## config.mk

```make
export PLATFORM = sky130hd
export DESIGN_NAME = dcache_tag_store
export DESIGN_NICKNAME = d
export VERILOG_FILES = /design/src/dcache_pkg.sv /design/src/dcache_tag_store.sv
export SDC_FILE = /design/constraint.sdc
export NUM_CORES = 2
export LEC_CHECK = 0
export BUFFER_PORTS_ARGS = -buffer_cell sky130_fd_sc_hd__buf_2
export CELL_PAD_IN_SITES_DETAIL_PLACEMENT = 1
export CELL_PAD_IN_SITES_GLOBAL_PLACEMENT = 1
export CORE_MARGIN = 1
export CORE_UTILIZATION = 55
export DETAILED_ROUTE_END_ITERATION = 8
export HOLD_SLACK_MARGIN = 0.12
export PLACE_DENSITY_LB_ADDON = 0.1
export SYNTH_ARGS = -nofsm -noshare
export SYNTH_HDL_FRONTEND = slang
export SYNTH_SLANG_ARGS = --single-unit
```

## constraint.sdc

```tcl
create_clock -name clk -period 10.05 [get_ports clk]
set_input_delay 0 -clock clk [delete_from_list [all_inputs] [get_ports clk]]
set_output_delay 0 -clock clk [all_outputs]
set_load 0.02 [all_outputs]
```

## src/dcache_pkg.sv

```systemverilog
`default_nettype none

package dcache_pkg;

    typedef logic [31:0] word_t;
    typedef logic [31:0] addr_t;
    typedef logic [3:0]  byte_en_t;   // All zero on a load

    typedef struct packed {
        addr_t    addr;
        word_t    wdata;
        byte_en_t byte_en;
    } cpu_req_t;

    typedef struct packed {
        word_t data;
        logic  last;
    } rd_beat_t;

    typedef struct packed {
        word_t data;
        logic  last;
    } wr_beat_t;

    // Byte lanes with be set take new_w, the rest keep old_w
    function automatic word_t merge_bytes(word_t old_w, word_t new_w, byte_en_t be);
        word_t res;
        for (int i = 0; i < 4; i++) begin
            res[8*i +: 8] = be[i] ? new_w[8*i +: 8] : old_w[8*i +: 8];
        end
        return res;
    endfunction

endpackage

`default_nettype wire

```

## src/dcache_tag_store.sv

```systemverilog
`timescale 1ns/1ps
`default_nettype none

module dcache_tag_store #(
    parameter int INDEX_BITS  = 7,
    parameter int OFFSET_BITS = 4
) (
    input  wire                clk,
    input  wire                rst,
    input  wire dcache_pkg::addr_t lookup_addr,
    output logic               hit,
    output logic               victim_dirty,
    output dcache_pkg::addr_t  victim_addr,
    input  wire                fill_we,
    input  wire                fill_dirty,
    input  wire                mark_dirty
);

    localparam int TAG_BITS = 30 - INDEX_BITS - OFFSET_BITS;
    localparam int LINES    = 1 << INDEX_BITS;

    logic [LINES-1:0]    valid_q;
    logic [LINES-1:0]    dirty_q;
    logic [TAG_BITS-1:0] tag_mem [LINES];

    logic [INDEX_BITS-1:0] index;
    logic [TAG_BITS-1:0]   tag;

    assign index = lookup_addr[OFFSET_BITS+2 +: INDEX_BITS];
    assign tag   = lookup_addr[31 -: TAG_BITS];

    assign hit          = valid_q[index] && (tag_mem[index] == tag);
    assign victim_dirty = dirty_q[index];
    assign victim_addr  = {tag_mem[index], index, {(OFFSET_BITS+2){1'b0}}};

    always_ff @(posedge clk) begin
        if (rst) begin
            valid_q <= '0;
            dirty_q <= '0;
        end else if (fill_we) begin
            valid_q[index] <= 1'b1;
            dirty_q[index] <= fill_dirty;
        end else if (mark_dirty) begin
            dirty_q[index] <= 1'b1;   // Store hit
        end
    end

    always_ff @(posedge clk) begin
        if (fill_we) tag_mem[index] <= tag;
    end

endmodule

`default_nettype wire

```

# [Word level (Yosys, flattened, before mapping)]
# Memories as Yosys holds them, arrays and structs flattened.
# Index checks and enable logic that the tools add are counted.
[op_classes] order_cmp=2 n_eq_ne=1 muxes=11 bitwise_logic=2 n_reduce_logical=3
[ops] op="$mux 128" n=2
[ops] op="$or 128x128->128" n=2
[ops] op="$bwmux 128" n=1
[ops] op="$eq 19x19->1" n=1
[ops] op="$bmux 1 s7" n=2
[ops] op="$lt 7x8->1 const B" n=1
[ops] op="$demux 1 s7" n=1
[ops] op="$ge 7x1->1 const B" n=1
[ops] op="$mux 1" n=5
[ops] op="$logic_and 1x1->1" n=2
[ops] op="$reduce_bool 2->1" n=1
[word_totals] regBits=256 ramBits=2432 inputBits=37 output_inout_bits=34 elab_cells=22 mem_count=1
[mem_list] memory="tag_mem" depth=128 width=19 rd=1 rd_ports_with_merged_regs=0 write_ports=1 line="dcache_tag_store.sv:24" text="logic [TAG_BITS-1:0] tag_mem [LINES];"

# [Longest topological paths before layout]
[depth] word_depth=7 mapped_depth=18 ltp_nobuf=10

# [Worst setup path before layout]
# OpenSTA, ideal clock, no wires.
[synth_timing] kind="input port to output port" from="input lookup_addr[6]" to="output hit" arrival_ns=3.550 required_time_ns=10.050 path_slack_ns=6.500 path_stages=15 n_path_buf=5 cell_sequence="buf_6 > buf_12 > buf_6 > buf_6 > buf_2 > mux2i_1 > a221oi_1 > o21ai_0 > nand3_1 > nor2_1 > nor4_1 > xor2_1 > a2111oi_1 > nand4_1 > a2111oi_2"
[synth_between] elab_chain_cells=3
[synth_lines] item="start: declaration" line="dcache_tag_store.sv:10" text="input wire dcache_pkg::addr_t lookup_addr,"
[synth_lines] item="$mem_v2 128x19"
[synth_lines] item="net victim_addr[23]" line="dcache_tag_store.sv:13" text="output dcache_pkg::addr_t victim_addr,"
[synth_lines] item="$eq 19x19->1" line="dcache_tag_store.sv:32" text="assign hit = valid_q[index] && (tag_mem[index] == tag);"
[synth_lines] item="$logic_and 1x1->1" line="dcache_tag_store.sv:32"
[synth_lines] item="end: declaration" line="dcache_tag_store.sv:11" text="output logic hit,"
# The timed path passes the listed nets, and every way through them passes these cells. The select of a mux whose other input is x is not followed.

# [Final worst setup path]
[layout_timing] from="input lookup_addr[6]" to="output hit"
[layout_between] elab_chain_cells=3
[layout_lines] item="$mem_v2 128x19 / $bmux 1 s7 (equally long branches)"
[layout_lines] item="$eq 19x19->1 / $mux 1 (equally long branches)" line="dcache_tag_store.sv:32"
[layout_lines] item="$logic_and 1x1->1 (*)" line="dcache_tag_store.sv:32"
# Mark *: on every way between the ends. The rest lies on a longest branch, timed or not. The select of a mux whose other input is x is not followed.

==> metrics.txt <==
Cells after Synth 6,098; Syn Area/Cell 17.1 sq um; Hold Path Class input pin to flip-flop; Boundary Pins 71; status finished, violations left; Pwr Density 205 nW/um^2; CP Launch Type input pin; Commonest cells post-synth edfxtp_1 (2,432), nor2_1 (510), nand2_1 (304), mux4_2 (296), a21oi_1 (292); post-CTS sizing 0; Clk Latency, worst-skew pair 0.91 ns; die span in y 438 um; Buffers on Ports 58; min Tclk post-route 6.78 ns; initial antenna violation count 33; post-synthesis sequential area ratio 0.748; CTS buffer count 291; YS warnings 0; Hold EP tag_mem[40][2]; main area contributors after synthesis edfxtp_1 (70%), mux4_2 (6.4%), dfxtp_1 (4.9%); Most common cell on crit path buf_4; slowest CP cell nor3b_2; H-tree depth 5; Synth async-reset ratio 0; worst r2r path cells 3; CP Cell Sequence buf_8 > buf_4 > nor3b_2 > buf_4 > buf_4 > a221oi_1 > o21ai_1 > a41oi_1 > a21oi_1 > nand3b_2 > xnor2_1 > a2111oi_4 > nand4_1 > a2111oi_2 > buf_2; die area 192,000 sq um; DR vias 65,400; share of layout cells above drive strength 1 0.195; EDFF count, synth 2,432; clk sinks 2,688; CP delay by family, top buffers and inverters; clk buf depth 4; reg2reg start dirty_q[78]; R2R setup slack 8.88 ns; slowest stage delay, CP 1.21 ns; reg-to-reg endpoint dirty_q[78]; final hold violations 0; Distinct cells, synth 94; FF+latch count, synth 2,688; Final Max Tran Viols 0; area delta synth->final 12.4%; Via density 7.29; period utilisation layout 0.674; Routed WL 384,000 um; RSZ-0062 raised after global routing no; Synth area leader edfxtp_1; DPL Wire Length 219,000 um; DRT iter0 DRCs 11,400; worst path buffer plus inverter count 5; global-route wire length before repair 523,000 um; Synth top area share 0.699; failing checks DRC; clock-pin slew on the worst setup and hold paths 0.06 ns; GP Congestion 0.930; TritonCTS clock tree yes; Post-route DRC 6; WL/cell 42.8 um; gr ovfl total 0; Worst Path Arrival 6.78 ns; drt first pass iters 8; synthesized cell area 105,000 sq um; critical path class input pin to output pin; TNS Setup 0 ns; worst vdd ir 0.000199 V; Crit. End Element output pin; worst slew pin tran 1.48 ns; CP max FO 50; vias in the first global route 64,900; most common cell in the netlist edfxtp_1; die width 438 um; Starting Density 0.555; Overall Global Routing Usage 0.398; count of final setup violators 0; Post-synth top flop edfxtp_1; final hold slack 0.178 ns; site row count 159; core area 188,000 sq um; Final #Nets 6,290; static leakage 37.2 nW; Hold Path Stages 2; max_slew headroom 0.0162; hold path start lookup_addr[15]; f_max 0.148 GHz; skew final 0 ns; worst endpoint required time 10.05 ns; Post-CTS Setup Bufs 0; Layout fillers 16,300; Root Buffer clkbuf_16; number of max-cap violations 0; largest net degree at the start of global routing 122; DRT antenna net count 0
[registers in the layout, summed over array words and instances (netlist names)]
register,cells
dirty_q,128
tag_mem,2432
valid_q,128
[what timing repair did]
action,in CTS,in global routing
endpoints found under the setup margin,0,0
endpoints found under the hold margin,1747,0
hold buffers,30,0
[how the worst max path moves through the flow]
stage | start | to | cells past startpoint
2_1_floorplan | lookup_addr[6] | hit | 15
3_3_place_gp | lookup_addr[6] | hit | 14
3_5_place_dp | lookup_addr[6] | hit | 14
4_1_cts | lookup_addr[6] | hit | 14
6_report | lookup_addr[6] | hit | 15
5_1_grt | lookup_addr[6] | hit | 15
[per-layer routing]
| layer | track usage | wire, um | vias to the layer above |
|---|---|---|---|
| met5 | 0 | 217 | - |
| met4 | 0.229 | 25700 | 16 |
| met3 | 0.103 | 49200 | 1140 |
| met2 | 0.591 | 172000 | 5190 |
| met1 | 0.538 | 137000 | 34200 |
| li1 | - | - | 24800 |
[cell usage in the layout (no fill, tap or decap), types with 43 or more instances in the layout]
master | synthesis | layout
a31oi_1 | 43 | 43
mux2i_1 | 249 | 249
clkbuf_1 | 218 | 85
a221oi_1 | 213 | 213
clkbuf_16 | 0 | 297
a22oi_1 | 157 | 157
mux2_2 | 78 | 78
o21ai_0 | 220 | 219
nor2_4 | 0 | 84
edfxtp_1 | 2432 | 2432
a21oi_1 | 292 | 292
mux4_2 | 296 | 296
nand2_1 | 304 | 295
a22o_1 | 53 | 53
buf_4 | 29 | 224
nor2_2 | 2 | 50
dfxtp_1 | 256 | 256
nor2_1 | 510 | 378
[logic make-up (layout without fill, tap and decap cells)]
group	count (synthesis)	after routing	synth area share
flops	2688	2688	0.748
xor+xnor	24	24	0.00201
mux	662	662	0.101
other cells	1	23	0.0000359
simple gates	995	995	0.0400
compound gates	1279	1279	0.0857
buf+inv	449	804	0.0240
[report_power, final]
group,total [mW],internal [mW],switching (mW)
clock,10.3,5.95,4.36
sequential,12.2,12.2,0.0129
combinational,1.54,0.373,1.16
[stage by stage]
step           power [mW]  utilization  setup WS (ns)  cells  instance area, sq um
4_1_cts              24.0        0.624           3.61   8953                117000
3_3_place_gp         13.9        0.575           3.79   8425                108000
3_5_place_dp         13.9        0.575           3.65   8425                108000
6_report             24.1        0.624           3.27   8970                117000
2_1_floorplan        13.2            -           6.50   6103                105000
5_1_grt              24.4        0.624           3.55   8954                117000
[area by class of cell]
type	instances	area, sq um	area share
timing repair buffer	300	2390	0.0203
clock inverter	96	851	0.00724
tap	2495	3120	0.0266
clock buffer	402	8030	0.0683
sequential	2688	78200	0.665
inverter	6	32.5	0.000277
antenna	17	42.5	0.000362
multi-input combinational	2966	24900	0.212
(Power assumes the default switching activity.)
