===== config.mk =====
export PLATFORM = sky130hd
export DESIGN_NAME = dcache_refill_buffer
export DESIGN_NICKNAME = d
export VERILOG_FILES = /design/src/dcache_pkg.sv /design/src/dcache_refill_buffer.sv
export SDC_FILE = /design/constraint.sdc
export NUM_CORES = 1
export LEC_CHECK = 0
export BUFFER_PORTS_ARGS = -buffer_cell sky130_fd_sc_hd__buf_2
export CAP_MARGIN = 40
export CELL_PAD_IN_SITES_DETAIL_PLACEMENT = 2
export CELL_PAD_IN_SITES_GLOBAL_PLACEMENT = 2
export CORE_MARGIN = 2
export CORE_UTILIZATION = 36
export DETAILED_ROUTE_END_ITERATION = 6
export PLACE_DENSITY_LB_ADDON = 0.1
export SETUP_SLACK_MARGIN = 0.15
export SLEW_MARGIN = 20
export SYNTH_ARGS = -nofsm -noshare
export SYNTH_HDL_FRONTEND = slang
export SYNTH_SLANG_ARGS = --single-unit

===== constraint.sdc =====
create_clock -name clk -period 10.75 [get_ports clk]
set_clock_uncertainty 0.15 [all_clocks]
set_input_delay 2.15 -clock clk [delete_from_list [all_inputs] [get_ports clk]]
set_output_delay 2.15 -clock clk [all_outputs]
set_load 0.01 [all_outputs]

===== src/dcache_pkg.sv =====
`default_nettype none

package dcache_pkg;

    typedef logic [31:0] word_t;
    typedef logic [31:0] addr_t;
    typedef logic [3:0]  byte_en_t;   // All zero on a load

    typedef struct packed {
        addr_t    addr;
        word_t    wdata;
        byte_en_t byte_en;
    } cpu_req_t;

    typedef struct packed {
        word_t data;
        logic  last;
    } rd_beat_t;

    typedef struct packed {
        word_t data;
        logic  last;
    } wr_beat_t;

    // Byte lanes with be set take new_w, the rest keep old_w
    function automatic word_t merge_bytes(word_t old_w, word_t new_w, byte_en_t be);
        word_t res;
        for (int i = 0; i < 4; i++) begin
            res[8*i +: 8] = be[i] ? new_w[8*i +: 8] : old_w[8*i +: 8];
        end
        return res;
    endfunction

endpackage

`default_nettype wire


===== src/dcache_refill_buffer.sv =====
`timescale 1ns/1ps
`default_nettype none

module dcache_refill_buffer #(
    parameter  int OFFSET_BITS = 4,
    localparam int WORDS       = 1 << OFFSET_BITS
) (
    input  wire                           clk,
    input  wire                           rst,
    input  wire                           clear,
    input  wire                           rvalid,
    input  wire dcache_pkg::rd_beat_t     rd_beat,
    input  wire dcache_pkg::cpu_req_t     store,
    output dcache_pkg::word_t [WORDS-1:0] refill_line
);

    logic [OFFSET_BITS-1:0] beat_cnt;
    logic                   merge_here;

    assign merge_here = (beat_cnt == store.addr[2 +: OFFSET_BITS]) && (|store.byte_en);

    always_ff @(posedge clk) begin
        if (rst || clear) begin
            beat_cnt <= '0;
        end else if (rvalid) begin
            beat_cnt <= beat_cnt + 1'b1;
        end
    end

    // Each beat into its word slot
    always_ff @(posedge clk) begin
        if (rvalid) begin
            if (merge_here) begin
                refill_line[beat_cnt] <= dcache_pkg::merge_bytes(rd_beat.data,
                                                                 store.wdata,
                                                                 store.byte_en);
            end else begin
                refill_line[beat_cnt] <= rd_beat.data;
            end
        end
    end

    // Memory must send exactly one line per burst
    a_last_aligned: assert property (@(posedge clk) disable iff (rst)
        (rvalid && rd_beat.last) |-> (&beat_cnt));

endmodule

`default_nettype wire


# [Yosys cells after proc, flatten, opt, wreduce, memory -nomap -nowiden]
# Cells that the tools add are included.
# W data, S select, Z words.
[classes] addsub=1 n_lt_le_gt_ge=2 n_eq_ne=1 muxes=9 n_reduce_logical=4
[ops] op="$bwmux W512" n=2
[ops] op="$mux W512" n=1
[ops] op="$demux W32 S4" n=1
[ops] op="$mux W32" n=1
[ops] op="$mux W8" n=4
[ops] op="$lt A4 B5 Y1 const B" n=1
[ops] op="$add A4 B1 Y4 const B" n=1
[ops] op="$eq A4 B4 Y1" n=1
[ops] op="$ge A4 B1 Y1 const B" n=1
[ops] op="$reduce_or A4 Y1" n=1
[ops] op="$logic_and A1 B1 Y1" n=2
[ops] op="$logic_or A1 B1 Y1" n=1
[word_totals] reg_bits=516 input_bits=105 out_inout_bits=512 elab_cells=34

# [Longest topological paths before layout]
[depth] depth_word=6 depth_mapped=9 mapped_depth_nobuf=5

# [Worst setup path after synthesis]
# No wires, ideal clock.
[synth_timing] path_type="input to register" from="input port rvalid" to="register refill_line[100] in the netlist's numbering (enable)" setup_time_ns=0.461 t_arrival_ns=4.748 required_time_ns=10.139 path_slack_ns=5.391 path_stages=3 path_buffers=1 cell_sequence="clkbuf_1 > nand2_1 > nor3_1"
[synth_lines] item="start: declaration" line_no="dcache_refill_buffer.sv:11" source="input wire rvalid,"
[synth_lines] item="end signal: indexed assignment" line_no="dcache_refill_buffer.sv:34" source="refill_line[beat_cnt] <= dcache_pkg::merge_bytes(rd_beat.data,"
[synth_lines] item="end signal: indexed assignment" line_no="dcache_refill_buffer.sv:38" source="refill_line[beat_cnt] <= rd_beat.data;"
[synth_lines] item="end: declaration" line_no="dcache_refill_buffer.sv:14" source="output dcache_pkg::word_t [WORDS-1:0] refill_line"

# [Final worst setup path]
[layout_timing] from="input port store[38] in the netlist's numbering" to="register refill_line[324] in the netlist's numbering, data pin"
[layout_via] elab_chain_cells=3
[layout_lines] item="start: declaration" line_no="dcache_refill_buffer.sv:13" source="input wire dcache_pkg::cpu_req_t store,"
[layout_lines] item="$eq A4 B4 Y1" line_no="dcache_refill_buffer.sv:20" source="assign merge_here = (beat_cnt == store.addr[2 +: OFFSET_BITS]) && (|store.byte_en);"
[layout_lines] item="$logic_and A1 B1 Y1" line_no="dcache_refill_buffer.sv:20"
[layout_lines] item="$mux W512" line_no="dcache_refill_buffer.sv:33" source="if (merge_here) begin"
# No other way between the ends.
# A chain may end at the register's enable or synchronous reset.

==> results.sh <==
export IMPL_cts_sinks=516
export IMPL_clkPwrFrac_pct=44.5
export IMPL_track_usage_pct=29.9
export IMPL_postCtsSetupBuffers=0
export IMPL_ios=617
export IMPL_ant_nets=0
export IMPL_power_density_nw_per_um2=159
export IMPL_synth_top_cell_area_share_pct=71.5
export IMPL_maxSlewViolCount=0
export IMPL_rsz0062_at_grt="false"
export IMPL_rows=89
export IMPL_netlist_instances=1853
export IMPL_maxCapViolations=0
export IMPL_pwr_share_seq_pct=50.6
export IMPL_drt_iter0_drc=1172
export IMPL_power_internal_mw=3.37
export IMPL_hold_viol=0
export IMPL_critPathMaxStageDelay_ps=720
export IMPL_drive_gt1_share_pct=32.1
export IMPL_clkTransAtPathRegs_ps=60
export IMPL_top_layer="met5"
export IMPL_synth_top_flop_cell="edfxtp_1"
export IMPL_drtPass1Iterations=5
export IMPL_area_growth_syn_to_layout_pct=27.7
export IMPL_max_slew_margin_pct=45.2
export IMPL_ir_drop_v=0.000115
export IMPL_hpwl_um=66200
export IMPL_tightest_slew_ps=821
export IMPL_cp_arrival_ps=4980
export IMPL_final_core_util_pct=46.5
export IMPL_fmax_ghz=0.209
export IMPL_critPathCaptureType="flop"
export IMPL_synth_seq_cells=516
export IMPL_wl_met3_um=7020
export IMPL_min_period_ps=4790
export IMPL_grt_overflow_total=0
export IMPL_path_cells="buf_2, nor2b_1, nor4_4, buf_4, buf_4, nand4_1, buf_6, nand2_1, nor2_1"
export IMPL_dieArea_um2=61700
export IMPL_finalWirelength_um=94000
export IMPL_yosysTopAreaCell="edfxtp_1"
export IMPL_power_switching_mw=0.999
export IMPL_synth_edf_count=512
export IMPL_dr_total_vias=16923
export IMPL_clk_latency_ps=620
export IMPL_cts_made_buffers=57
export IMPL_first_global_vias=17615
export IMPL_min_path_type="reg2reg"
export IMPL_async_flop_share_pct=0
export IMPL_die_w_um=248
export IMPL_switching_share_pct=22.9
export IMPL_synth_seq_area_share_pct=71.9
export IMPL_core_um2=59000
export IMPL_startpoint_type="input pin"
export IMPL_synth_area_per_cell_um2=11.6
export IMPL_ctsResizeCount=0
export IMPL_period_share_pct=44.6
export IMPL_grt_max_degree=41
export IMPL_fill_cells=6172
export IMPL_root_buffer="clkbuf_16"
export IMPL_p_comb_share_pct=4.9
export IMPL_cts_tree="built"
export IMPL_dr_wl_met2_um=45300
export IMPL_path_class="in2reg"
export IMPL_antenna_found_initial=8
export IMPL_drc=0
export IMPL_crit_fanout=40
export IMPL_cp_common_cell="buf_4"
export IMPL_numPortBuffers=587
export IMPL_start_util_pct=36.4
export IMPL_synth_distinct_cells=25
export IMPL_htreeDepth=2
export IMPL_critPathRequiredTime_ps=10940
export IMPL_p_leak_nw=11.8
export IMPL_wl_met1_um=38500
export IMPL_routabilityCongestion=0.843
export IMPL_grt_pass1_wl_um=131000
export IMPL_slowest_stage="buf_4"
export IMPL_clockBufferDepth=3
export IMPL_synth_nets=1962
export IMPL_cts_hold_fix_buffers=0
export IMPL_post_drt_wl_per_cell_um=29.0
export IMPL_die_y_um=248
export IMPL_fin_nets=2524
export IMPL_ys_top_cells_by_area="edfxtp_1 (72%), nand2_1 (9.0%), nor2_1 (9.0%), a21oi_4 (2.3%), clkbuf_1 (1.9%)"
export IMPL_setup_viol=0
export IMPL_synth_warnings=0
export IMPL_status="finished, final reports clean"
export IMPL_finalSetupTns_ps=0
export IMPL_via_per_inst=5.22
export IMPL_netlist_area_um2=21500
## layout by cell type, fill, tap and decap left out, drive strengths merged, types with 15 or more instances in the layout
cell	netlist	layout
a21oi	32	32
nor2	514	514
nand4	33	33
edfxtp	512	512
clkinv	0	30
buf	47	656
and2	16	16
mux2i	33	33
clkbuf	106	67
nand2	514	514
and3	15	15
## cell families (layout without fill, tap and decap cells)
| kind of cell | Yosys count | after routing | synth area share (%) |
|---|---|---|---|
| other | 0 | 5 | 0 |
| DFF | 516 | 516 | 71.9 |
| adders and majority gates | 4 | 4 | 0.233 |
| AOI/OAI and AO/OA | 32 | 32 | 2.35 |
| muxes | 33 | 33 | 1.54 |
| xor gates and xnor gates | 3 | 3 | 0.122 |
| and+or+nand+nor | 1110 | 1110 | 20.4 |
| buffers and inverters | 155 | 763 | 3.46 |
## final timing paths
| check | start | to | slack [ps] | cells past startpoint |
|---|---|---|---|---|
| worst max-delay path | store[38] | refill_line[324]$_DFFE_PP_ | 5960 | 9 |
| worst min-delay path | beat_cnt[0]$_SDFFE_PP0P_ | beat_cnt[0]$_SDFFE_PP0P_ | 520 | 2 |
| worst max register to register | beat_cnt[2]$_SDFFE_PP0P_ | refill_line[324]$_DFFE_PP_ | 7000 | 8 |
| worst min register to register | beat_cnt[0]$_SDFFE_PP0P_ | beat_cnt[0]$_SDFFE_PP0P_ | 520 | 2 |
## metal layers
metal | vias up | track usage [%]
li1 | 7286 | -
met4 | 6 | 8.95
met3 | 148 | 7.49
met1 | 8869 | 39.0
met2 | 614 | 49.3
met5 | - | 0
## per-stage QoR
step                      cells  cell area (µm²)  hold WS [ps]  power [mW]  setup slack [ps]
after floorplan            1853            21500           404        2.36              5390
after global placement     3077            24800           458        2.44              5010
final                      3239            27500           517        4.36              5960
after detailed placement   3119            25500           481        2.46              5110
after global routing       3238            27500           543        4.47              5800
after CTS                  3224            27300           512        4.39              5750
## power groups by stage
stage,Combinational (mW),Sequential (mW),Clock [mW]
after floorplan,0.107,2.26,0
after global placement,0.194,2.25,0
after detailed placement,0.210,2.25,0
after CTS,0.212,2.21,1.97
after global routing,0.227,2.21,2.04
final,0.214,2.21,1.94
## final cells by class
| class | instances | area [µm²] | area share [%] |
|---|---|---|---|
| Antenna cell | 5 | 12.5 | 0.0456 |
| Clock buffer | 67 | 1460 | 5.33 |
| Clock inverter | 38 | 328 | 1.19 |
| Inverter | 2 | 7.51 | 0.0273 |
| Multi-Input combinational cell | 1182 | 5350 | 19.5 |
| Sequential cell | 516 | 15500 | 56.3 |
| Tap cell | 773 | 967 | 3.52 |
| Timing Repair Buffer | 656 | 3880 | 14.1 |
## Yosys cell counts, drive strengths merged (2+ instances only)
| cell type | count |
|---|---|
| dfxtp | 4 |
| edfxtp | 512 |
| buf | 47 |
| nand2 | 514 |
| and3 | 15 |
| clkbuf | 106 |
| mux2i | 33 |
| ha | 4 |
| xor2 | 2 |
| inv | 2 |
| nor4 | 2 |
| nor3 | 5 |
| nor2 | 514 |
| nand4 | 33 |
| nor2b | 10 |
| and2 | 16 |
| a21oi | 32 |
## worst max-delay path: cells and delay by family
| family | cells | cell delay, ps |
|---|---|---|
| buffers and inverters | 4 | 1650 |
| AND/OR/NAND/NOR | 5 | 1160 |
## state kept, by name, summed over array words and instances (netlist names)
| register | cells |
|---|---|
| refill_line | 512 |
| beat_cnt | 4 |
Power figures use the tool's default switching activity.
