**config.mk**
```make
export PLATFORM = sky130hd
export DESIGN_NAME = dcache_ctrl
export DESIGN_NICKNAME = d
export VERILOG_FILES = /design/src/dcache_pkg.sv /design/src/dcache_ctrl.sv
export SDC_FILE = /design/constraint.sdc
export NUM_CORES = 1
export LEC_CHECK = 0
export ABC_AREA = 1
export BUFFER_PORTS_ARGS = -buffer_cell sky130_fd_sc_hd__buf_2
export CAP_MARGIN = 20
export CORE_AREA = 8 8 460 462
export DETAILED_ROUTE_END_ITERATION = 7
export DIE_AREA = 0 0 468 470
export GPL_TIMING_DRIVEN = 0
export HOLD_SLACK_MARGIN = 0.06
export PLACE_DENSITY = 0.35
export SYNTH_ARGS = -nofsm -noshare
export SYNTH_HDL_FRONTEND = slang
export SYNTH_SLANG_ARGS = --single-unit
```
**constraint.sdc**
```tcl
create_clock -name clk -period 4.1 [get_ports clk]
set_clock_uncertainty 0.2 [all_clocks]
set_input_delay 0 -clock clk [delete_from_list [all_inputs] [get_ports clk]]
set_output_delay 0 -clock clk [all_outputs]
set_load 0.01 [all_outputs]
```
**src/dcache_pkg.sv**
```systemverilog
`default_nettype none

package dcache_pkg;

    typedef logic [31:0] word_t;
    typedef logic [31:0] addr_t;
    typedef logic [3:0]  byte_en_t;   // All zero on a load

    typedef struct packed {
        addr_t    addr;
        word_t    wdata;
        byte_en_t byte_en;
    } cpu_req_t;

    typedef struct packed {
        word_t data;
        logic  last;
    } rd_beat_t;

    typedef struct packed {
        word_t data;
        logic  last;
    } wr_beat_t;

    // Byte lanes with be set take new_w, the rest keep old_w
    function automatic word_t merge_bytes(word_t old_w, word_t new_w, byte_en_t be);
        word_t res;
        for (int i = 0; i < 4; i++) begin
            res[8*i +: 8] = be[i] ? new_w[8*i +: 8] : old_w[8*i +: 8];
        end
        return res;
    endfunction

endpackage

`default_nettype wire

```
**src/dcache_ctrl.sv**
```systemverilog
`timescale 1ns/1ps
`default_nettype none

module dcache_ctrl #(
    parameter  int OFFSET_BITS = 4,
    localparam int WORDS       = 1 << OFFSET_BITS
) (
    input  wire                                clk,
    input  wire                                rst,
    input  wire                                req,
    input  wire dcache_pkg::cpu_req_t          cpu_req,
    output logic                               data_ok,
    output dcache_pkg::word_t                  rdata,
    input  wire                                hit,
    input  wire                                victim_dirty,
    input  wire dcache_pkg::word_t [WORDS-1:0] line_rd,
    input  wire dcache_pkg::word_t [WORDS-1:0] refill_line,
    output logic                               rd_req,
    output dcache_pkg::addr_t                  rd_addr,
    input  wire                                rd_req_ok,
    input  wire                                rvalid,
    input  wire dcache_pkg::rd_beat_t          rd_beat,
    output logic                               wb_start,
    input  wire                                wb_busy,
    output logic                               line_we,
    output logic                               word_we,
    output logic                               fill_we,
    output logic                               fill_dirty,
    output logic                               mark_dirty,
    output logic                               refill_clear
);

    typedef enum logic [2:0] {
        IDLE,
        RSHAKE,
        RWAIT,
        WWAIT,
        REFILL
    } state_t;

    state_t                 state, next;
    logic [OFFSET_BITS-1:0] offset;
    logic                   is_store;

    assign offset   = cpu_req.addr[2 +: OFFSET_BITS];
    assign is_store = |cpu_req.byte_en;
    assign rd_addr  = {cpu_req.addr[31:OFFSET_BITS+2], {(OFFSET_BITS+2){1'b0}}};

    always_ff @(posedge clk) begin
        if (rst) state <= IDLE;
        else     state <= next;
    end

    always_comb begin
        next         = state;
        data_ok      = 1'b0;
        rdata        = '0;
        rd_req       = 1'b0;
        wb_start     = 1'b0;
        line_we      = 1'b0;
        word_we      = 1'b0;
        fill_we      = 1'b0;
        fill_dirty   = 1'b0;
        mark_dirty   = 1'b0;
        refill_clear = 1'b0;
        case (state)
            IDLE: if (req) begin
                if (hit) begin
                    data_ok = 1'b1;
                    if (is_store) begin
                        word_we    = 1'b1;
                        mark_dirty = 1'b1;
                    end else begin
                        rdata = line_rd[offset];
                    end
                end else begin
                    rd_req       = 1'b1;
                    refill_clear = 1'b1;
                    wb_start     = victim_dirty;  // Victim line still in RAM
                    next         = rd_req_ok ? RWAIT : RSHAKE;
                end
            end
            RSHAKE: begin
                rd_req = 1'b1;
                if (rd_req_ok) next = RWAIT;
            end
            RWAIT: if (rvalid && rd_beat.last) next = wb_busy ? WWAIT : REFILL;
            WWAIT: if (!wb_busy) next = REFILL;
            REFILL: begin
                line_we    = 1'b1;
                fill_we    = 1'b1;
                fill_dirty = is_store;        // Store already merged in buffer
                data_ok    = 1'b1;
                rdata      = refill_line[offset];
                next       = IDLE;
            end
            default: next = IDLE;
        endcase
    end

    a_rd_req_hold: assert property (@(posedge clk) disable iff (rst)
        (rd_req && !rd_req_ok) |=> (rd_req && $stable(rd_addr)));

endmodule

`default_nettype wire

```
### Word level (Yosys, flattened, before mapping)

Cells that the tools add are included.

| storage, ports and cells | value |
|---|---|
| register bits | 3 |
| latch bits | 0 |
| RAM bits | 0 |
| ROM bits | 0 |
| output and inout bits | 73 |
| word-level logic and storage cells | 47 |
| memories | 0 |

| operators by class | value |
|---|---|
| add/sub/neg operators | 0 |
| $mul | 0 |
| div/mod/pow operators | 0 |
| $lt $le $gt $ge | 1 |
| equality and inequality tests | 9 |
| shift operators | 0 |
| mux-type cells | 32 |
| bitwise logic cells | 0 |
| reductions and logical operators | 4 |

Operators with widths:

| operator | number |
|---|---|
| binary-select mux 32 bit (select 4 bit) | 2 |
| 2-to-1 mux 32 bit | 5 |
| case mux 32 bit (2 select lines) | 1 |
| 2-to-1 mux 3 bit | 6 |
| 2-to-1 mux 1 bit | 14 |
| case mux 3 bit (4 select lines) | 1 |
| != test 2 bit, second input constant | 5 |
| equality test 3 x 2 -> 1 bit, second input constant | 2 |
| less-than comparator 4 x 5 -> 1 bit, second input constant | 1 |
| AND reduction 5 bit | 1 |
| case mux 1 bit (2 select lines) | 2 |
| OR reduction 4 bit | 1 |
| equality test 3 x 1 -> 1 bit, second input constant | 1 |
| equality test 3 bit, second input constant | 1 |
| zero test 3 bit | 1 |
| 2-to-1 mux 2 bit | 1 |
| logical AND 1 bit | 1 |

### Longest topological paths before layout

| depth | value |
|---|---|
| word-level depth | 6 |
| mapped depth | 12 |

### Worst setup path after synthesis

OpenSTA, ideal clock, no wires.

| timing | value |
|---|---|
| kind | register -> output |
| start point | register state[1] |
| end point | output port rdata[0] |
| arrival time | 1,193 ps |
| data required time | 3,900 ps |
| setup slack | 2,707 ps |
| stages on the path, launching flop included | 9 |
| path buffers | 1 |
| path through | dfxtp_1 > nor2_2 > nand2_2 > inv_2 > nand3_2 > nor2_2 > buf_2 > nand3_1 > nand2_1 |

| between the ends | value |
|---|---|
| cells in the longest elaborated chain, start to end | 2 |

RTL lines:

| item | RTL line | source |
|---|---|---|
| from (decl) | dcache_ctrl.sv:41 | `state_t state, next;` |
| from (signal assigned) | dcache_ctrl.sv:51 | `else state <= next;` |
| equality test 3 bit or zero test 3 bit (tied branches) | dcache_ctrl.sv:66 | `case (state)` |
| case mux 32 bit (2 select lines) * | dcache_ctrl.sv:66 |  |
| to (decl) | dcache_ctrl.sv:13 | `output dcache_pkg::word_t rdata,` |

Every way passes the cells marked *; elsewhere a longest branch is shown, timed or not.

### Worst setup path after layout

| timing | value |
|---|---|
| start point | input port cpu_req[41] (netlist name) |
| end point | output port rdata[0] |

| between the ends | value |
|---|---|
| cells in the longest elaborated chain, start to end | 6 |

RTL lines:

| item | RTL line | source |
|---|---|---|
| from (decl) | dcache_ctrl.sv:11 | `input wire dcache_pkg::cpu_req_t cpu_req,` |
| binary-select mux 32 bit (select 4 bit) | dcache_ctrl.sv:74 | `rdata = line_rd[offset];` |
| 2-to-1 mux 32 bit (implied by the code) | dcache_ctrl.sv:74 |  |
| 2-to-1 mux 32 bit | dcache_ctrl.sv:70 | `if (is_store) begin` |
| 2-to-1 mux 32 bit | dcache_ctrl.sv:68 | `if (hit) begin` |
| 2-to-1 mux 32 bit | dcache_ctrl.sv:67 | `IDLE: if (req) begin` |
| case mux 32 bit (2 select lines) * | dcache_ctrl.sv:66 |  |

Every way passes the cells marked *; elsewhere a longest branch is shown, timed or not. The select of a mux whose other input is x is not followed.

==> results.json <==
{
  "portBuffers": 1105,
  "avgSynthCellArea_um2": 4.27,
  "synth_top_area_share_pct": 43.8,
  "nFillCells": 25000,
  "drc": 0,
  "p_seq_share_pct": 1.5,
  "p_clk_share_pct": 4.8,
  "yosysTopAreaCell": "nand2_1",
  "peakVddDrop_v": 0.000310,
  "ys_seq_area_share_pct": 0.435,
  "gp_congestion": 0.826,
  "static-leakage-power_nw": 14.8,
  "grt_util_all_layers_pct": 19.1,
  "yosys.cell_count.top_type": "nand2_1",
  "tns_ps": 0,
  "ant_nets": 0,
  "min_period_ps": 3260,
  "grt_pass1_vias": 26100,
  "sw_frac_of_total_pct": 64.8,
  "cts_max_level": 1,
  "cp-end-kind": "primary output",
  "largest_reg_flops": 3,
  "first_pass_iters": 7,
  "hold_viol_final": 0,
  "fp.dieW_um": 468,
  "grt_overflow": 0,
  "p_comb_share_pct": 93.7,
  "worstSetupStartpointType": "primary input",
  "power_density_mw_per_mm2": 135,
  "clkLatencyLatePin_ps": 220,
  "synthCells": 3232,
  "area_growth_pct": 69.5,
  "dp.cells": 7040,
  "cts_tree": "built",
  "worstPathRequired_ps": 3900,
  "drtIter0Drc": 1844,
  "cts_setup_buffers": 0,
  "rsz0062_at_grt": "no",
  "syn-cell-area_mm2": 0.0138,
  "fin_util_pct": 11.5,
  "top_regs": "state: 3 flops",
  "min_period_over_period_pct": 79.6,
  "hold_path_class": "in2out",
  "num-nets-final": 5519,
  "die_h_um": 470,
  "p_switching_w": 0.00206,
  "tightestPinTransition_ps": 1050,
  "crit_fanout": 10,
  "grt_pass1_wl_mm": 275,
  "holdBufCountCts": 28,
  "clockRootBuffer": "clkbuf_16",
  "detail_route.wl_per_cell_um": 31.4,
  "synth_edf_count": 0,
  "slew_viol_final": 0,
  "numCtsBuffers": 3,
  "cell_internal_pwr_w": 0.00111,
  "dpl_cell_area_mm2": 0.0229,
  "cts.sink_count": 3,
  "clock_tree.buffer_depth": 2,
  "synthArstFlopShare_pct": 0,
  "drive_above_1_share_pct": 30.9,
  "synth.yosys.warnings": 0,
  "drt-total-wl_mm": 224,
  "synth.area.top_cells": "nand2_1 44%, nand3_1 25%, inv_1 18%",
  "relSlewSlack_pct": 29.8,
  "p_total_w": 0.00317,
  "fin_area_mm2": 0.0234,
  "fp.dieArea_mm2": 0.220,
  "yosysUniqueCellTypes": 23,
  "initial_utilization_pct": 6.77,
  "hold_path_depth": 2,
  "fp-row-count": 166,
  "io_pins": 1206,
  "synth.top_cells.by_count": "1,611 x nand2_1, 692 x nand3_1, 648 x inv_1",
  "drv_cap": 0,
  "ys_ff_latch": 3,
  "grt_max_degree": 12,
  "cts_resized": 0,
  "final_cells": 7128,
  "avgViaCountPerCell": 3.54,
  "regMostFlops": "state",
  "fmax_mhz": 306,
  "cp.arrival_ps": 3060,
  "core_area_mm2": 0.204,
  "grt_antenna_before_repair": 131,
  "status": "complete, no violations",
  "setup_violations": 0,
  "synth_flop_cell": "dfxtp_1",
  "dp.final_hpwl_mm": 197,
  "crit_type": "in2out",
  "r2r_cells": 7,
  "vias": 25200
}
worst max-delay path: stages:
cell and delay (ps):
buf_2 100, clkbuf_2 650, clkbuf_1 820, nand3_1 400
nand2_1 340, nand2_1 320, nand2_1 150, buf_2 230
power groups by stage:
stage          Combinational [W]  Clock (W)  Sequential [W]
6_report                 0.00297   0.000153       0.0000465
5_1_grt                  0.00323   0.000159       0.0000475
4_1_cts                  0.00308   0.000155       0.0000466
3_5_place_dp             0.00304          0       0.0000470
3_3_place_gp             0.00302          0       0.0000460
2_1_floorplan            0.00117          0       0.0000450
kinds of logic (layout without fill, tap and decap cells):
family,after synthesis,after routing,synth area share [%]
DFF,3,3,0.435
and+or+nand+nor,2319,2319,69.5
buffers and inverters,904,2052,29.8
AOI/OAI and AO/OA,5,5,0.217
other,1,61,0.0272
final cells by class:
cell class	instances	area (µm²)	share of cell area [%]
clock buffers	4	78.8	0.337
diodes	55	138	0.588
plain buffers	251	1670	7.15
multi-input cells	2330	9650	41.2
flip-flops and latches	3	60.1	0.257
well taps	2688	3360	14.4
repair buffers	1144	5990	25.6
inverters	653	2460	10.5
placed cells by master (no fill, tap or decap), types with 2 or more instances in the layout:
cell type	synthesis	final
nand2_1	1611	1611
buf_2	115	1222
nand3_1	692	692
inv_1	648	648
diode_2	0	55
buf_4	53	53
buf_6	49	49
dlygate4sd3_1	0	28
buf_1	16	14
clkbuf_1	17	12
buf_8	1	11
nor2_1	9	8
clkbuf_2	0	6
conb_1	1	6
inv_2	4	4
nor2_2	2	3
clkbuf_16	0	3
dfxtp_1	3	3
o21ai_0	2	2
o211ai_1	2	2
per-layer routing:
metal / global-route usage [%] / part of all wire [%]
met3: 4.50 / 7.7
met5: 0 / 0.12
met1: 23.4 / 41
met2: 34.4 / 49
met4: 3.14 / 2.0
final timing paths:
kind | start | end | slack, ps
max | cpu_req[41] | rdata[0] | 840
max reg2reg | state[1] | state[0] | 2170
min | cpu_req[43] | rd_addr[7] | 40
min reg2reg | state[1] | state[1] | 390
through the flow:
step / hold WS, ps / setup WS, ps
CTS: 76.4 / 624
detailed placement: -11.6 / 631
global route: 65.3 / 697
finish: 44.2 / 836
global placement: -11.2 / -736
floorplan: -131 / 2710
No activity file was read; power rests on OpenSTA's default activity.
