$ cat src/dcache_pkg.sv
`default_nettype none

package dcache_pkg;

    typedef logic [31:0] word_t;
    typedef logic [31:0] addr_t;
    typedef logic [3:0]  byte_en_t;   // All zero on a load

    typedef struct packed {
        addr_t    addr;
        word_t    wdata;
        byte_en_t byte_en;
    } cpu_req_t;

    typedef struct packed {
        word_t data;
        logic  last;
    } rd_beat_t;

    typedef struct packed {
        word_t data;
        logic  last;
    } wr_beat_t;

    // Byte lanes with be set take new_w, the rest keep old_w
    function automatic word_t merge_bytes(word_t old_w, word_t new_w, byte_en_t be);
        word_t res;
        for (int i = 0; i < 4; i++) begin
            res[8*i +: 8] = be[i] ? new_w[8*i +: 8] : old_w[8*i +: 8];
        end
        return res;
    endfunction

endpackage

`default_nettype wire

$ cat src/dcache_writeback.sv
`timescale 1ns/1ps
`default_nettype none

module dcache_writeback #(
    parameter  int OFFSET_BITS = 4,
    localparam int WORDS       = 1 << OFFSET_BITS
) (
    input  wire                                clk,
    input  wire                                rst,
    input  wire                                start,
    input  wire dcache_pkg::addr_t             victim_addr,
    input  wire dcache_pkg::word_t [WORDS-1:0] line_rd,
    output logic                               wr_req,
    output dcache_pkg::addr_t                  wr_addr,
    input  wire                                wr_req_ok,
    output logic                               wvalid,
    output dcache_pkg::wr_beat_t               wr_beat,
    input  wire                                wready,
    input  wire                                bvalid,
    output logic                               busy
);

    typedef enum logic [1:0] {
        W_IDLE,
        W_SHAKE,
        W_DATA,
        W_RESP
    } wb_state_t;

    wb_state_t              state;
    logic [OFFSET_BITS-1:0] beat_cnt;
    dcache_pkg::addr_t      addr_q;

    always_ff @(posedge clk) begin
        if (rst) begin
            state    <= W_IDLE;
            beat_cnt <= '0;
        end else begin
            case (state)
                W_IDLE: if (start) state <= W_SHAKE;
                W_SHAKE: begin
                    beat_cnt <= '0;
                    if (wr_req_ok) state <= W_DATA;
                end
                W_DATA: if (wready) begin
                    beat_cnt <= beat_cnt + 1'b1;
                    if (wr_beat.last) state <= W_RESP;
                end
                W_RESP: if (bvalid) state <= W_IDLE;
                default: state <= W_IDLE;
            endcase
        end
    end

    always_ff @(posedge clk) begin
        if (start) addr_q <= victim_addr;
    end

    assign busy         = (state != W_IDLE);
    assign wr_req       = (state == W_SHAKE);
    assign wr_addr      = addr_q;
    assign wvalid       = (state == W_DATA);
    assign wr_beat.data = line_rd[beat_cnt];  // Line RAM held until busy falls
    assign wr_beat.last = &beat_cnt;

    a_no_restart: assert property (@(posedge clk) disable iff (rst) start |-> !busy);

endmodule

`default_nettype wire

$ cat config.mk
export PLATFORM = sky130hd
export DESIGN_NAME = dcache_writeback
export DESIGN_NICKNAME = d
export VERILOG_FILES = /design/src/dcache_pkg.sv /design/src/dcache_writeback.sv
export SDC_FILE = /design/constraint.sdc
export NUM_CORES = 1
export LEC_CHECK = 0
export BUFFER_PORTS_ARGS = -buffer_cell sky130_fd_sc_hd__buf_2
export CORE_AREA = 2 2 238 240
export CTS_CLUSTER_SIZE = 10
export DETAILED_ROUTE_END_ITERATION = 7
export DIE_AREA = 0 0 240 242
export PLACE_DENSITY = 0.38
export RECOVER_POWER = 100
export SLEW_MARGIN = 0
export SYNTH_ARGS = -nofsm -noshare
export SYNTH_HDL_FRONTEND = slang
export SYNTH_SLANG_ARGS = --single-unit
$ cat constraint.sdc
create_clock -name clk -period 6.2 [get_ports clk]
set_clock_uncertainty 0.15 [all_clocks]
set_input_delay 1.24 -clock clk [delete_from_list [all_inputs] [get_ports clk]]
set_output_delay 1.24 -clock clk [all_outputs]
set_load 0.01 [all_outputs]
# --- Word-level counts from Yosys, hierarchy flattened ---
# Index checks and enable logic that the tools add are counted.
op_classes:
  n_mux: 10
  eq_ne: 8
  reduce_logical: 6
  order_cmp: 1
  addsub: 1
op_table:
  columns: ["operator", "count"]
  rows:
  - ["$bmux W32 S4", 1]
  - ["$mux W32", 1]
  - ["$mux W2", 5]
  - ["$pmux W2 S4", 1]
  - ["$pmux W4 S2", 1]
  - ["$ne A2 B1 Y1 const B", 3]
  - ["$lt A4 B5 Y1 const B", 1]
  - ["$reduce_and A5 Y1", 1]
  - ["$add A4 B1 Y4 const B", 1]
  - ["$eq A2 B2 Y1 const B", 2]
  - ["$mux W4", 1]
  - ["$ne A2 B2 Y1 const B", 2]
  - ["$reduce_and A4 Y1", 1]
  - ["$reduce_bool A2 Y1", 2]
  - ["$eq A2 B1 Y1 const B", 1]
  - ["$logic_not A2 Y1", 1]
  - ["$reduce_and A2 Y1", 1]
word_totals:
  out_inout_bits: 68
  word_cells: 29
  regBits: 38

# --- Logic depth before layout (Yosys ltp) ---
# Gate-level depths: netlist (run 1).
logic_depth:
  depth_word: 4
  ltp_mapped: 8
  mapped_depth_nobuf: 6

# --- Worst setup path after synthesis (run 1) ---
# No wires, ideal clock.
synth_path:
  kind: "in2out"
  from: "in line_rd[171] (netlist bit)"
  to: "out wr_beat[12] (netlist bit)"
  path_stages: 3
  t_required_ns: 4.810
  path_slack_ns: 2.842
  t_arrival_ns: 1.968
  path_buffers: 0
  path_cell_list: "mux4_2 > a22oi_1 > nand2_1"
synth_lines:
  columns: ["element", "line_no", "rtl"]
  rows:
  - ["start, declared", "dcache_writeback.sv:12", "input wire dcache_pkg::word_t [WORDS-1:0] line_rd,"]
  - ["end, declared", "dcache_writeback.sv:17", "output dcache_pkg::wr_beat_t wr_beat,"]

==> results of run 1 <==
-- cell usage after synthesis (6+ instances only) --
cell type and n:
nor2_1 8, dfxtp_1 6, ha_1 6, buf_4 12
mux4_2 76, nand2_1 33, clkbuf_1 24, buf_2 10
mux2i_1 106, nor2b_1 7, edfxtp_1 32, a22oi_1 90
nand3_1 27
-- layer usage --
metal / GRT usage (%) / share of wire, % / wire length [um] / vias to the layer above
li1: - / - / - / 3122
met1: 12.4 / 39 / 13400 / 3169
met2: 19.6 / 49 / 16800 / 412
met3: 2.45 / 8.9 / 3060 / 50
met4: 3.38 / 3.1 / 1060 / 6
met5: 0 / 0.12 / 41 / -
-- sequential cells by signal, indices dropped and copies added (netlist names) --
signal and flops:
wr_addr 32, beat_cnt 4, state 2
-- through the flow --
| step | hold slack, ns | total power [W] | cells |
|---|---|---|---|
| floorplan | 0.357 | 0.000828 | 467 |
| global placement | 0.379 | 0.00115 | 1798 |
| detailed placement | 0.400 | 0.00115 | 1798 |
| CTS | 0.407 | 0.00140 | 1805 |
| global route | 0.425 | 0.00145 | 1809 |
| finish | 0.405 | 0.00136 | 1810 |
-- worst paths after layout --
check	end	startpoint	cells past startpoint	slack, ns
hold / removal	state[0]$_SDFFE_PP0P_	state[0]$_SDFFE_PP0P_	2	0.41
setup reg to reg	state[1]$_SDFFE_PP0P_	beat_cnt[0]$_SDFFE_PP0P_	6	3.35
hold reg to reg	state[0]$_SDFFE_PP0P_	state[0]$_SDFFE_PP0P_	2	0.41
setup / recovery	wr_beat[29]	beat_cnt[0]$_SDFFE_PP0P_	5	1.39
-- kinds of logic after synthesis --
kind of cell | Yosys count | synth area share, %
flops | 38 | 20.1
fa+ha+maj | 6 | 1.39
buf+inv | 58 | 6.04
mux | 182 | 51.5
simple gates | 84 | 7.21
compound gates | 99 | 13.8
-- area by class of cell --
cell class                 instances  area [um2]  share of cell area, %
clock inverter                     1        7.51                 0.0807
timing repair buffer             630        3120                   33.5
sequential                        38        1090                   11.7
inverter                           3        11.3                  0.121
clock buffer                       6         129                   1.38
tap                              756         946                   10.2
multi-input combinational        371        3990                   42.9
antenna                            5        12.5                  0.134
-- power groups by stage --
stage / clock, W / combinational, W / sequential, W
6_report: 0.000241 / 0.000783 / 0.000334
5_1_grt: 0.000259 / 0.000852 / 0.000341
4_1_cts: 0.000254 / 0.000814 / 0.000336
3_5_place_dp: 0 / 0.000813 / 0.000341
3_3_place_gp: 0 / 0.000807 / 0.000340
2_1_floorplan: 0 / 0.000500 / 0.000329
-- critical path: stages, from the launching register on --
cell	delay, ns
dfxtp_4	0.69
clkbuf_1	1.21
mux4_2	0.67
a22oi_1	0.30
nand2_1	0.08
clkbuf_1	0.16
==> out/results.ini, run 1 <==
[cts]
cts_post_setup_buffers_inserted=0
cts.sink_count=38
cts_tree=yes
htree_levels=2
numCtsBuffers=5
clk_pin_slew_ns=0.05
postCtsHoldBufs=0
insertion_delay_ns=0.27
clockRootBuffer=clkbuf_16
clockBufferDepth=2
ctsResizeCount=0

[setup_path]
critPathArrivalTime_ns=3.42
end_kind=output pin
critPathMaxFanout=26
worstSetupPathType=reg -> out
cp_data_required_time_ns=4.81
critPathLaunchType=flop

[place]
post-dp-hpwl_um=29200
place_area_um2=9260
io_buffers=617
gp_congestion=0.830
post-place-ws_ns=2.05

[synthesis]
synth.area.top_cells=mux4_2 (32%), mux2i_1 (20%), edfxtp_1 (18%), a22oi_1 (13%), nand3_1 (2.5%)
synth_nets=1023
yosysTopAreaCell=mux4_2
syn_inst=467
yosys_warnings=0
ys.flop_type=edfxtp_1
ys_seq_area_share_pct=20.1
yosysUniqueCellTypes=30
syn_area_um2=5380
syn_avg_cell_area_um2=11.5
synth_edf_count=32
async_reset_ff_share_pct=0
synth_top_area_share_pct=31.8
ys_ff_latch=38

[pwr]
ir_drop_uv=114
p_seq_share_pct=24.6
power_density_nw_per_um2=146
internal-power_w=0.000869
power.share.clock_pct=17.7
p_leak_nw=3.81
netSwitchingFraction_pct=36.0
p_sw_w=0.000489
combPwrFrac_pct=57.6

[global_route]
antenna_found_initial=10
grt_usage_pct=10.8
grt-ovfl-total=0
grt_max_degree=55
grt_pass1_vias=7173
grt_pass1_wl_um=45800

[sta]
timing.final.hold_violations=0
slew_viol_final=71
worst-slew-pin-transition_ns=1.81
finalSetupViolations=0
tns_ns=0
fmax_mhz=208
setup_ws_ns=1.39
rsz0062_at_grt=no
min_period_over_period_pct=77.5
fin_crit_ns=4.81
slew_headroom_pct=-20.8

[min_path]
min_path_type=reg -> reg

[detailed_routing]
vias_per_cell=3.73
drc=0
dr.pass1.iters=4
ant_nets=0
wirelength_um=34400
wl_per_cell_um=19.0
via_count=6759
drt_iter0_markers=247

[floorplan]
die_h_um=242
die_w_um=240
std_cell_rows=87
initial_core_util_pct=9.66
io_pins=618
coreArea_um2=55700
die_area_um2=58100

[cells_and_area]
fin_nets=1605
num-fill-cells=6377
layout.cells.most_common=buf_2
design_area_um2=9310
final_cell_mix=buf_2 (554), mux2i_1 (106), a22oi_1 (90), mux4_2 (76), clkbuf_1 (67)
fin_util_pct=16.7
drive_gt1_share_pct=62.2
area_delta_synth_final_pct=72.9

[run_status]
outcome=finished, violations left
violations=max-capacitance violations, max-slew violations

[flow_run]
cap_viol_max_count=3

No activity file was read; power rests on OpenSTA's default activity.
==> inputs of run 2 (changes only) <==
ABC_AREA = 1   (was not set)
PLACE_DENSITY = 0.43   (was 0.38)
clock period = 5 ns   (was 6.2 ns; I/O delays follow)
==> out/results.ini, run 2 <==
[cells_and_area]
largest_register_ffs=32  ; unchanged
drive_gt1_share_pct=26.5  ; was 62.2%
final_cell_mix=nand2_1 (691), buf_2 (548), inv_1 (402), nand3_1 (389), clkbuf_1 (69)  ; was buf_2 (554), mux2i_1 (106), a22oi_1 (90), mux4_2 (76), clkbuf_1 (67)
layout.cells.most_common=nand2_1  ; was buf_2
fin_util_pct=21.0  ; was 16.7%
fin_nets=2741  ; was 1605
design_area_um2=11700  ; was 9310 um2
area_delta_synth_final_pct=46.3  ; was 72.9%

[detailed_routing]
highest_layer=met5  ; unchanged
drc=0  ; unchanged
drt-met1-wl_um=21800  ; was 13400 um
via_count=11562  ; was 6759
wl_per_cell_um=17.5  ; was 19.0 um
dr_wl_met3_um=3750  ; was 3060 um
drt_iter0_markers=608  ; was 247
wirelength_um=51500  ; was 34400 um
vias_per_cell=3.92  ; was 3.73
ant_nets=0  ; unchanged
wl_met2_um=24200  ; was 16800 um
dr.pass1.iters=5  ; was 4

[setup_path]
worstSetupStartpoint=beat_cnt[2]$_SDFFE_PP0P_  ; was beat_cnt[0]$_SDFFE_PP0P_
critPathArrivalTime_ns=3.01  ; was 3.42 ns
worstSetupPathType=reg -> out  ; unchanged
r2r-end=state[1]$_SDFFE_PP0P_  ; unchanged
r2r-start=beat_cnt[2]$_SDFFE_PP0P_  ; was beat_cnt[0]$_SDFFE_PP0P_
r2r_slack_ns=2.16  ; was 3.35 ns
cp_data_required_time_ns=3.85  ; was 4.81 ns
critPathLaunchType=flop  ; unchanged
critPathMaxFanout=45  ; was 26
end_kind=output pin  ; unchanged
worstRegToRegCells=7  ; was 6

[min_path]
min_path_type=reg -> reg  ; unchanged
min_path_cells=4  ; was 2
whs_endpoint=state[0]$_SDFFE_PP0P_  ; unchanged
worstHoldStart=state[0]$_SDFFE_PP0P_  ; unchanged

[cts]
ctsResizeCount=0  ; unchanged
clockRootBuffer=clkbuf_16  ; unchanged
htree_levels=2  ; unchanged
insertion_delay_ns=0.28  ; was 0.27 ns
cts_post_setup_buffers_inserted=0  ; unchanged
cts.sink_count=38  ; unchanged
cts_tree=yes  ; unchanged
clockBufferDepth=2  ; unchanged
clk_pin_slew_ns=0.06  ; was 0.05 ns
postCtsHoldBufs=0  ; unchanged
numCtsBuffers=5  ; unchanged

[sta]
tns_ns=0  ; unchanged
setup_ws_ns=0.841  ; was 1.39 ns
finalSetupViolations=0  ; unchanged
fin_crit_ns=4.16
timing.final.hold_violations=0  ; unchanged
worst-slew-pin-transition_ns=1.80  ; was 1.81 ns
rsz0062_at_grt=no  ; unchanged
fmax_mhz=240
min_period_over_period_pct=83.2
fin_hold_ws_ns=0.498  ; was 0.405 ns
slew_viol_final=34  ; was 71
slew_headroom_pct=-19.8  ; was -20.8%

[synthesis]
yosysUniqueCellTypes=19  ; was 30
synth.area.top_cells=nand2_1 (32%), nand3_1 (24%), inv_1 (19%), edfxtp_1 (12%), buf_6 (3.2%)  ; was mux4_2 (32%), mux2i_1 (20%), edfxtp_1 (18%), a22oi_1 (13%), nand3_1 (2.5%)
synth_top_area_share_pct=32.5  ; was 31.8%
syn_area_um2=7990  ; was 5380 um2
synth_edf_count=32  ; unchanged
ys_seq_area_share_pct=13.5  ; was 20.1%
yosys_warnings=0  ; unchanged
async_reset_ff_share_pct=0  ; unchanged
ys_ff_latch=38  ; unchanged
syn_avg_cell_area_um2=4.84  ; was 11.5 um2
syn_inst=1650  ; was 467
synth_nets=2206  ; was 1023
yosys.cell_count.top_type=nand2_1  ; was mux2i_1
synth_common_cells=nand2_1 (691), inv_1 (402), nand3_1 (389), buf_2 (43), edfxtp_1 (32)  ; was mux2i_1 (106), a22oi_1 (90), mux4_2 (76), nand2_1 (33), edfxtp_1 (32)
yosysTopAreaCell=nand2_1  ; was mux4_2
ys.flop_type=edfxtp_1  ; unchanged

[global_route]
grt_pass1_vias=11160  ; was 7173
grt-ovfl-total=0  ; unchanged
grt_pass1_wl_um=71600  ; was 45800 um
grt_usage_pct=16.7  ; was 10.8%
grt_max_degree=132  ; was 55
antenna_found_initial=16  ; was 10

[place]
post-dp-hpwl_um=41600  ; was 29200 um
place_area_um2=11600  ; was 9260 um2
gp_congestion=0.844  ; was 0.830
post-place-ws_ns=1.46  ; was 2.05 ns
io_buffers=617  ; unchanged

[run_status]
outcome=finished, violations left  ; unchanged
violations=max-capacitance violations, max-slew violations  ; unchanged

[floorplan]
io_pins=618  ; unchanged
die_area_um2=58100  ; unchanged
die_w_um=240  ; unchanged
initial_core_util_pct=14.3  ; was 9.66%
std_cell_rows=87  ; unchanged
die_h_um=242  ; unchanged
coreArea_um2=55700  ; unchanged

[pwr]
power_density_nw_per_um2=197  ; was 146 nW/um2
ir_drop_uv=122  ; was 114 uV
p_leak_nw=7.44  ; was 3.81 nW

[flow_run]
cap_viol_max_count=1  ; was 3

==> run 2: report_power, final <==
part / internal [W] / switching [W] / total (W)
Sequential: 0.000376 / 0.0000399 / 0.000416
Clock: 0.000284 / 0.000126 / 0.000410
Combinational: 0.000526 / 0.000952 / 0.00148
Total: 0.00119 / 0.00112 / 0.00230
==> run 2: routing by layer <==
metal,up-vias,track usage [%]
met2,453,28.4
met3,60,3.01
met1,5081,20.9
met4,10,5.79
li1,5958,-
met5,-,0
==> run 2: cells by family after synthesis <==
family | count (synthesis) | share of synthesized area, %
AO/OA/AOI/OAI | 6 | 0.376
adder cells (fa/ha/maj) | 6 | 0.940
buffers and inverters | 513 | 27.9
flip-flops | 38 | 13.5
AND/OR/NAND/NOR | 1087 | 57.3
==> run 2: metrics by stage <==
step / total power, W / std cells
2_1_floorplan: 0.00135 / 1650
3_3_place_gp: 0.00196 / 2934
3_5_place_dp: 0.00195 / 2934
4_1_cts: 0.00237 / 2942
5_1_grt: 0.00253 / 2948
6_report: 0.00230 / 2950
==> run 2: worst max-delay path, stage by stage, from the launching register on <==
cell and delay, ns:
dfxtp_1 1.23, buf_4 0.69, nand3_1 0.21, nand3_1 0.29, nand2_1 0.09, clkbuf_1 0.15
==> run 2: final cells by class <==
type / count / area, um2
diodes: 8 / 20.0
clock buffers: 5 / 125
clock inverters: 3 / 63.8
fillers: 6902 / 44100
inverters: 406 / 1540
multi-input cells: 1099 / 4680
flip-flops and latches: 38 / 1090
well taps: 756 / 946
repair buffers: 635 / 3220
==> run 2: worst max-delay path by stage <==
stage | end | cells after the start
3_3_place_gp | wr_beat[25] | 8
3_5_place_dp | wr_beat[25] | 8
6_report | wr_beat[9] | 5
5_1_grt | wr_beat[15] | 5
4_1_cts | wr_beat[25] | 8
2_1_floorplan | wr_beat[10] | 6
==> inputs of run 3 (changes only) <==
ABC_AREA = 0   (was 1)
CORE_AREA = 2 2 241 243   (was 2 2 238 240)
DIE_AREA = 0 0 243 245   (was 0 0 240 242)
PLACE_DENSITY = 0.38   (was 0.43)
clock period = 4.3 ns   (was 5 ns; I/O delays follow)
==> out/results.ini, run 3 (synthesis gave the netlist of run 1 again) <==
[cts]
cts.sink_count=38  ; unchanged
clockRootBuffer=clkbuf_16  ; unchanged
ctsResizeCount=0  ; unchanged
postCtsHoldBufs=0  ; unchanged
clk_pin_slew_ns=0.06  ; about the same
numCtsBuffers=5  ; unchanged
insertion_delay_ns=0.28  ; about the same
htree_levels=2  ; unchanged
cts_tree=yes  ; unchanged
clockBufferDepth=2  ; unchanged
cts_post_setup_buffers_inserted=0  ; unchanged

[run_status]
violations=max-capacitance violations, max-slew violations  ; unchanged
outcome=finished, violations left  ; unchanged

[cells_and_area]
final_cell_mix=buf_2 (559), mux2i_1 (106), a22oi_1 (90), mux4_2 (76), clkbuf_1 (60)  ; was nand2_1 (691), buf_2 (548), inv_1 (402), nand3_1 (389), clkbuf_1 (69)
final-instance-count-excl-fill=1828  ; was 2950
fin_util_pct=16.6  ; was 21.0%
layout.cells.most_common=buf_2  ; was nand2_1
fin_nets=1616  ; was 2741
area_delta_synth_final_pct=76.4  ; was 46.3%
drive_gt1_share_pct=63.4  ; was 26.5%
largest_register_ffs=32  ; unchanged

[sta]
tns_ns=0  ; unchanged
finalSetupViolations=0  ; unchanged
rsz0062_at_grt=no  ; unchanged
fin_crit_ns=3.67
slew_headroom_pct=-21.8  ; was -19.8%
slew_viol_final=34  ; unchanged
fmax_mhz=273
worst-slew-pin-transition_ns=1.83  ; was 1.80 ns
min_period_over_period_pct=85.3
setup_ws_ns=0.632  ; was 0.841 ns
timing.final.hold_violations=0  ; unchanged

[global_route]
grt_max_degree=49  ; was 132
grt-ovfl-total=0  ; unchanged
antenna_found_initial=10  ; was 16
grt_pass1_wl_um=51400  ; was 71600 um
grt_pass1_vias=7297  ; was 11160
grt_usage_pct=12.0  ; was 16.7%

[setup_path]
critPathArrivalTime_ns=2.66  ; was 3.01 ns
crit_path_cell_trace=buf_12 > buf_12 > mux2i_1 > a22oi_1 > nand3_1 > nand2_1 > clkbuf_1  ; was buf_4 > nand3_1 > nand3_1 > nand2_1 > clkbuf_1
critPathLaunchType=flop  ; unchanged
crit_top_cell=buf_12  ; was nand3_1
cp_data_required_time_ns=3.29  ; was 3.85 ns
end_kind=output pin  ; unchanged
critPathMaxFanout=30  ; was 45
crit_slowest_cell=dfxtp_4  ; was dfxtp_1
worstSetupPathType=reg -> out  ; unchanged
crit_path_max_incr_delay_ns=0.75  ; was 1.23 ns

[floorplan]
die_area_um2=59500  ; was 58100 um2
initial_core_util_pct=9.44  ; was 14.3%
coreArea_um2=57000  ; was 55700 um2
io_pins=618  ; unchanged
die_h_um=245  ; was 242 um
die_w_um=243  ; was 240 um
std_cell_rows=88  ; was 87

[pwr]
p_seq_share_pct=22.6  ; was 18.1%
ir_drop_uv=157  ; was 122 uV
netSwitchingFraction_pct=34.8  ; was 48.5%
internal-power_w=0.00140  ; was 0.00119 W
combPwrFrac_pct=54.9  ; was 64.1%
p_leak_nw=3.93  ; was 7.44 nW
power_density_nw_per_um2=225  ; was 197 nW/um2
power.share.clock_pct=22.5  ; was 17.8%
p_sw_w=0.000743  ; was 0.00112 W

[place]
io_buffers=617  ; unchanged
post-dp-hpwl_um=32300  ; was 41600 um
place_inst=1818  ; was 2934
gp_congestion=0.926  ; was 0.844
post-place-ws_ns=0.899  ; was 1.46 ns

[detailed_routing]
via_count=6871  ; was 11562
wirelength_um=38100  ; was 51500 um
wl_per_cell_um=20.8  ; was 17.5 um
drt_iter0_markers=240  ; was 608
drc=0  ; unchanged
ant_nets=0  ; unchanged
vias_per_cell=3.76  ; was 3.92
dr.pass1.iters=7  ; was 5

[min_path]
min_path_type=reg -> reg  ; unchanged

[flow_run]
cap_viol_max_count=1  ; unchanged

-- run 3: final timing paths --
path	end	slack, ns	cells after the start	from
worst max-delay path	wr_beat[1]	0.63	7	beat_cnt[0]$_SDFFE_PP0P_
worst max register to register	state[1]$_SDFFE_PP0P_	1.64	5	beat_cnt[0]$_SDFFE_PP0P_
worst min-delay path	state[0]$_SDFFE_PP0P_	0.39	2	state[0]$_SDFFE_PP0P_
worst min register to register	state[0]$_SDFFE_PP0P_	0.39	2	state[0]$_SDFFE_PP0P_
-- run 3: cell type report --
| class | count | area [um2] |
|---|---|---|
| multi-input cells | 371 | 4000 |
| repair buffers | 641 | 3240 |
| clock inverters | 3 | 63.8 |
| clock buffers | 5 | 125 |
| inverters | 3 | 11.3 |
| flip-flops and latches | 38 | 1090 |
| well taps | 765 | 957 |
| fillers | 6567 | 47500 |
| diodes | 2 | 5.00 |
-- run 3: power by group through the flow --
| stage | Sequential, W | Combinational (W) | Clock [W] |
|---|---|---|---|
| CTS | 0.000485 | 0.00122 | 0.000500 |
| finish | 0.000483 | 0.00117 | 0.000482 |
| global placement | 0.000493 | 0.00121 | 0 |
| floorplan | 0.000474 | 0.000721 | 0 |
| global route | 0.000494 | 0.00127 | 0.000514 |
| detailed placement | 0.000493 | 0.00122 | 0 |
-- run 3: worst max-delay path: cells and delay by family, from the launching register on --
| family | cells | cell delay [ns] |
|---|---|---|
| AOI/OAI and AO/OA | 1 | 0.21 |
| buffers and inverters | 3 | 0.78 |
| DFF | 1 | 0.75 |
| muxes | 1 | 0.11 |
| and+or+nand+nor | 2 | 0.42 |
-- run 3: layer usage --
metal,routed length [um],vias to the layer above,part of all wire (%),global-route usage [%]
met3,3320,37,8.7,3.07
met5,35,-,0.092,0
met1,15600,3269,41,14.8
met2,18700,416,49,21.4
li1,-,3143,-,-
met4,467,6,1.2,1.37
-- run 3: through the flow --
step | power [W] | cell area (um2) | hold slack [ns]
floorplan | 0.00119 | 5380 | 0.357
global placement | 0.00171 | 9390 | 0.382
detailed placement | 0.00171 | 9390 | 0.383
CTS | 0.00221 | 9580 | 0.394
global route | 0.00228 | 9490 | 0.444
finish | 0.00214 | 9490 | 0.394
